**src/vec_fmt_pkg.sv**
```systemverilog
// Fixed-point vector number format

package vec_fmt_pkg;

    // Signed Q16.16 components
    localparam int WORD_BITS = 32;
    localparam int FRAC_BITS = 16;
    localparam int VEC_LEN   = 3;

    // Full product width before rescaling
    localparam int PROD_BITS = 2 * WORD_BITS;

    typedef logic signed [WORD_BITS-1:0] word_t;
    typedef logic signed [PROD_BITS-1:0] prod_t;

    // Component 0 sits in the lowest word
    typedef word_t [VEC_LEN-1:0] vec_t;

    // Dot product result, scalar in the lowest word
    typedef struct packed {
        word_t zero_hi;
        word_t zero_mid;
        word_t scalar;
    } scalar_view_t;

    // Same three words, read as a vector or as a scalar
    typedef union packed {
        vec_t         vec;
        scalar_view_t dot;
    } result_t;

endpackage

```
**src/vec_op_pkg.sv**
```systemverilog
// Vector unit commands

package vec_op_pkg;

    localparam int OP_BITS = 3;

    // Result buffer entries
    localparam int FIFO_DEPTH = 16;

    typedef enum logic [OP_BITS-1:0] {
        OP_ADD   = 3'd0,
        OP_SUB   = 3'd1,
        OP_DOT   = 3'd2,
        OP_CROSS = 3'd3,
        OP_SCALE = 3'd4
    } vec_op_e;

    typedef struct packed {
        vec_op_e          op;
        vec_fmt_pkg::vec_t x;
        vec_fmt_pkg::vec_t y;
    } command_t;

endpackage

```
**src/vec_stream_if.sv**
```systemverilog
// Valid/ready stream between stages

`timescale 1ns/1ps

interface vec_stream_if #(
    parameter type payload_t = logic
) ();

    // Transfer on a rising edge with valid and ready both high
    logic     valid;
    logic     ready;
    payload_t data;

    // Data held stable while stalled
    modport source (
        output valid,
        output data,
        input  ready
    );

    modport sink (
        input  valid,
        input  data,
        output ready
    );

endinterface

```
**src/result_fifo.sv**
```systemverilog
// Result FIFO, first word fall through

`timescale 1ns/1ps

module result_fifo (
    input  logic                  clock,
    input  logic                  reset,
    vec_stream_if.sink            wr,
    output logic                  out_empty,
    input  logic                  out_rd_en,
    output vec_fmt_pkg::result_t  out_result
);

    vec_fmt_pkg::result_t mem [vec_op_pkg::FIFO_DEPTH];

    logic [$clog2(vec_op_pkg::FIFO_DEPTH)-1:0]   wr_ptr;
    logic [$clog2(vec_op_pkg::FIFO_DEPTH)-1:0]   rd_ptr;
    logic [$clog2(vec_op_pkg::FIFO_DEPTH+1)-1:0] count;
    logic [$clog2(vec_op_pkg::FIFO_DEPTH+1)-1:0] avail;
    logic                                        full;
    logic                                        do_wr;
    logic                                        do_rd;
    logic                                        wr_seen;

    assign full     = (count == vec_op_pkg::FIFO_DEPTH);
    assign wr.ready = ~full;
    assign do_wr    = wr.valid & ~full;

    // Read while empty is ignored
    assign out_empty = (avail == 0);
    assign do_rd     = out_rd_en & ~out_empty;

    assign out_result = mem[rd_ptr];

    always_ff @(posedge clock) begin
        if (do_wr) begin
            mem[wr_ptr] <= wr.data;
        end
    end

    always_ff @(posedge clock or posedge reset) begin
        if (reset) begin
            wr_ptr  <= '0;
            rd_ptr  <= '0;
            count   <= '0;
            avail   <= '0;
            wr_seen <= 1'b0;
        end else begin
            wr_seen <= do_wr;
            if (do_wr) begin
                wr_ptr <= wr_ptr + 1'b1;
            end
            if (do_rd) begin
                rd_ptr <= rd_ptr + 1'b1;
            end
            // Stored entries, for the full flag
            if (do_wr && !do_rd) begin
                count <= count + 1'b1;
            end else if (!do_wr && do_rd) begin
                count <= count - 1'b1;
            end
            // Readable entries lag a write by one cycle
            if (wr_seen && !do_rd) begin
                avail <= avail + 1'b1;
            end else if (!wr_seen && do_rd) begin
                avail <= avail - 1'b1;
            end
        end
    end

endmodule

```
**src/flat_wrapper.sv**
```systemverilog
// flat-port wrapper written by rule: the top's interface ports become plain ports
module result_fifo_flat 
  (clock, reset, out_empty, out_rd_en, out_result, wr_valid, wr_data, wr_ready);
  vec_stream_if wr_i ();
  input  logic clock;
  input  logic reset;
  output logic out_empty;
  input  logic out_rd_en;
  output vec_fmt_pkg::result_t out_result;
  input wire logic [$bits(wr_i.valid)-1:0] wr_valid;
  input wire logic [$bits(wr_i.data)-1:0] wr_data;
  output wire logic [$bits(wr_i.ready)-1:0] wr_ready;
  assign wr_i.valid = wr_valid;
  assign wr_i.data = wr_data;
  assign wr_ready = wr_i.ready;
  result_fifo u_core (.clock(clock), .reset(reset), .wr(wr_i), .out_empty(out_empty), .out_rd_en(out_rd_en), .out_result(out_result));
endmodule
```
**config.mk**
```make
export PLATFORM = sky130hd
export DESIGN_NAME = result_fifo_flat
export DESIGN_NICKNAME = d
export VERILOG_FILES = /design/src/vec_fmt_pkg.sv /design/src/vec_op_pkg.sv /design/src/vec_stream_if.sv /design/src/result_fifo.sv /design/src/flat_wrapper.sv
export SDC_FILE = /design/constraint.sdc
export NUM_CORES = 1
export LEC_CHECK = 0
export BUFFER_PORTS_ARGS = -buffer_cell sky130_fd_sc_hd__buf_2
export CAP_MARGIN = 20
export CORE_MARGIN = 2
export CORE_UTILIZATION = 45
export CTS_CLUSTER_DIAMETER = 120
export CTS_CLUSTER_SIZE = 8
export DETAILED_ROUTE_END_ITERATION = 6
export GPL_TIMING_DRIVEN = 0
export PLACE_DENSITY = 0.72
export REMOVE_ABC_BUFFERS = 1
export SLEW_MARGIN = 20
export SYNTH_ARGS = -nofsm -noshare
export SYNTH_HDL_FRONTEND = slang
export SYNTH_SLANG_ARGS = --single-unit
```
**constraint.sdc**
```tcl
create_clock -name clock -period 3.51 [get_ports clock]
set_input_delay 0.702 -clock clock [delete_from_list [all_inputs] [get_ports clock]]
set_output_delay 0.702 -clock clock [all_outputs]
set_load 0.01 [all_outputs]
```
After elaboration in Yosys (flattened, before gate mapping) --
Memories as Yosys holds them, arrays and structs flattened. Cells that the tools add are included.
Word-level totals: register bits 19, bits in writable memories 16, input bits 5, output and inout port bits 98, word-level logic and storage cells 33, memories kept 1
Memories:
- u_core.mem | depth 16, width 1, read ports 1, clocked after memory_dff 0, write ports 1, line result_fifo.sv:14 | vec_fmt_pkg::result_t mem [vec_op_pkg::FIFO_DEPTH];
Operators by class: add/subtract/negate cells 6, eq/ne operators 1, muxes and demuxes 6, bitwise gates (word level) 4, reduce and logical (&&, ||, !) cells 10
Operator list (count):
- two-way mux 5 bit | 4
- adder 5 x 1 -> 5 bit, second input constant | 2
- subtractor 5 x 1 -> 5 bit, second input constant | 2
- adder 4 x 1 -> 4 bit, second input constant | 2
- equality test 5 bit, second input constant | 1
- zero test 5 bit | 1
- logical AND 1 bit | 4
- nonzero test 2 bit | 2
- zero test 1 bit | 3
- AND 1 bit | 2
- two-way mux 1 bit | 2
- inverter 1 bit | 2

Depth between registers and ports, before layout --
depth after elaboration 7, gate-level depth with buffers 9

Least setup slack after synthesis --
OpenSTA, ideal clock, no wires.
path kind register to register, start register u_core.avail[3] (netlist bit), end register u_core.avail[4] (netlist bit), arrival 2784 ps, required time 3384 ps, slack 600 ps, cell stages (with the launch flop) 10, path buffers 0, clock period less this slack 2910 ps, cells stage by stage dfrtp_1 or4_4 o21ai_4 ha_1 inv_1 fa_1 a21o_1 a2111oi_0 a31oi_1 a221o_1
Between the ends: longest elaborated chain between the ends 6, elaborated cells between the ends (all ways) 11, classes of those cells add/sub (2); mux (2); bitwise (2); reduce/logical (5)
RTL lines:
- start, declared | line result_fifo.sv:19 | logic [$clog2(vec_op_pkg::FIFO_DEPTH+1)-1:0] avail;
- start signal, assigned | line result_fifo.sv:64 | avail <= avail + 1'b1;
- start signal, assigned | line result_fifo.sv:66 | avail <= avail - 1'b1;
- branches (longest 6 deep; another with subtractor 5 x 1 -> 5 bit)
Parallel ways; which one is timed is not known. The select of a mux whose other input is x is not followed. A chain may end at the register's enable or synchronous reset.

Final worst setup path --
start register u_core.avail[4] (netlist bit), end register u_core.avail[4] (netlist bit)
The elaborated chain is that of the path after synthesis.

==> impl_metrics.ini <==
[outcome]
status = finished clean

[detailed_routing]
drt-pass1-iter-count = 4
vias_per_cell = 4.11
post_drt_wl_per_cell_microns = 9.43
vias = 1339
detail_route.wirelength_microns = 3070
drc = 0
initialDrtViolationCount = 51
ant_nets = 0

[critical_path]
rr_startpoint = u_core.avail[4]
r2r_cells = 9
worstPathMaxFanout = 6
cp.depth = 9
worstPathArrival_ps = 3320
criticalPathCategory = reg -> reg
critPathLaunch = u_core.avail[4]
cp_data_required_time_ps = 3680
critPathBufInv = 1
crit_family = compound AO/OA/AOI/OAI gates
worstPathCellList = or4_4 -> o21ai_4 -> ha_1 -> inv_1 -> fa_1 -> a21o_1 -> a2111oi_0 -> a31oi_1 -> a221o_1
r2r_slack_ps = 350
end_kind = flop
critical_path.endpoint = u_core.avail[4]
reg2reg_to = u_core.avail[4]
critPathSlowestCell = or4_4
cp-start-kind = flop
critPathMaxStageDelay_ps = 550

[floorplan]
die_h_microns = 79.1
ioPinCount = 103
die_area_sq_um = 6250
start_util_pct = 46.3
rows = 27
die_w_microns = 79.1
fp.coreArea_sq_um = 5470

[global_routing]
grt_pass1_wl_microns = 4890
grt_max_degree = 20
grt_overflow = 0
antenna_found_initial = 0
gr-usage-all-layers_pct = 10.3
grt_pass1_vias = 1043

[layout]
multiInputGateArea_sq_um = 1180
final_cell_mix = 95 x conb_1, 19 x dfrtp_1, 17 x nor2_1
seqCellArea_sq_um = 956
area_growth_pct = -6.81
final_common_cell = conb_1
fin_area_sq_um = 2360
post-route-util_pct = 43.2
fin_nets = 273
nFillCells = 551
num_antenna_cells = 0
layout-drive-gt1-share_pct = 9.06
fin_cells = 326

[synth]
synth_area_per_cell_sq_um = 10.3
ys_types = 34
syn_inst = 245
synth_seq_cells = 35
yosys_warnings = 0
netlist_area_sq_um = 2530
ys_seq_area_share_pct = 37.7
async_flop_share_pct = 54.3
synth_flop_cell = dfrtp_1
synth_enable_flop_cells = 16

[clock_tree]
cts_resized = 0
clock_latency_ps = 280
clock_sinks = 35
cts.clk_slew.worst_paths_ps = 70
cts_hold_buf = 0
cts_buffer_depth = 2
cts_buffers = 5
cts_tree = yes
htreeDepth = 2
post_cts_buffers = 0
cts_root_buf = clkbuf_8

[timing]
whs_ps = 504
fin_crit_sh_pct = 89.9
slew_headroom_pct = 50.3
max_freq_ghz = 0.317
setup_viol = 0
layout_min_cycle_time_ps = 3160
hold_violations = 0
finalSetupTns_ps = 0
slew_viol_final = 0
skew_ps = 6.03
grt_setup_unrepaired = false
tightest_slew_ps = 745

[placement]
io_buffer_count = 7
post-dp-hpwl_microns = 2370
gp_congestion = 0.708
postPlaceCellArea_sq_um = 2280
dp.cells = 318

[power]
p_leak_nw = 1.09
p_per_area_nw_per_um2 = 729
vdd_drop_max_v = 0.000264

[run]
max_cap_violations = 0

[min_path]
hp-class = reg -> reg
## flip-flops by register name, summed over array words and instances (netlist names)
register,flops
u_core.rd_ptr,4
u_core.mem,16
u_core.wr_ptr,4
u_core.count,5
u_core.avail,5
u_core.wr_seen,1
## worst min path at each step
stage / start / to / depth (start not counted)
after global routing: u_core.rd_ptr[3] / u_core.rd_ptr[3] / 1
after detailed placement: u_core.rd_ptr[3] / u_core.rd_ptr[3] / 1
after global placement: u_core.rd_ptr[3] / u_core.rd_ptr[3] / 1
after floorplan: u_core.rd_ptr[3] / u_core.rd_ptr[3] / 1
final: u_core.rd_ptr[3] / u_core.rd_ptr[3] / 1
after CTS: u_core.rd_ptr[3] / u_core.rd_ptr[3] / 1
## synth_stat cells (2+ instances only)
cell type | n | area [sq um]
a31oi_1 | 2 | 12.5
buf_1 | 2 | 7.51
dfrtp_1 | 19 | 475
nor2_1 | 17 | 63.8
nand2b_1 | 2 | 12.5
nand2_1 | 11 | 41.3
a21o_1 | 4 | 30.0
xnor2_1 | 8 | 70.1
edfxtp_1 | 16 | 480
fa_1 | 2 | 40.0
clkbuf_1 | 3 | 11.3
a21oi_1 | 5 | 25.0
inv_1 | 6 | 22.5
xor2_1 | 4 | 35.0
mux4_2 | 4 | 90.1
nor3_1 | 6 | 30.0
nor4_1 | 3 | 18.8
a21boi_0 | 2 | 15.0
buf_4 | 95 | 713
a2111oi_0 | 2 | 17.5
o21ai_0 | 5 | 25.0
a221o_1 | 2 | 20.0
mux2_2 | 2 | 22.5
ha_1 | 13 | 163
## metal layers
layer	track usage (%)	vias to the layer above	wire (microns)
met2	15.7	62	1440
met5	0	-	0
met4	5.69	0	77
met1	13.0	622	1310
met3	3.07	6	240
li1	-	649	-
## logic make-up (layout without fill, tap and decap cells)
family	Yosys count	count (layout)	synth area share, %
AOI/OAI and AO/OA	25	25	7.11
other	1	95	0.148
buffers and inverters	106	21	29.8
adders and majority gates	15	15	8.00
muxes	8	8	5.43
xor gates and xnor gates	12	12	4.15
and+or+nand+nor	43	43	7.70
DFF	35	35	37.7
## metrics by stage
stage | worst slack, ps | total power, W
global placement | 385 | 0.00143
global route | 184 | 0.00189
CTS | 345 | 0.00174
finish | 353 | 0.00172
floorplan | 600 | 0.00131
detailed placement | 366 | 0.00146
## report_power, final
part / total (W) / internal, W / switching, W
logic: 0.000724 / 0.000355 / 0.000369
clock network: 0.000271 / 0.000139 / 0.000132
registers: 0.000726 / 0.000562 / 0.000164
## final cells by class
class,count,area share [%]
Clock buffer,7,3.23
Inverter,6,0.953
Multi-Input combinational cell,198,49.8
Timing Repair Buffer,7,1.48
Sequential cell,35,40.5
Clock inverter,1,0.212
Tap cell,72,3.81
Note: power is estimated with default switching activity, not from simulation.
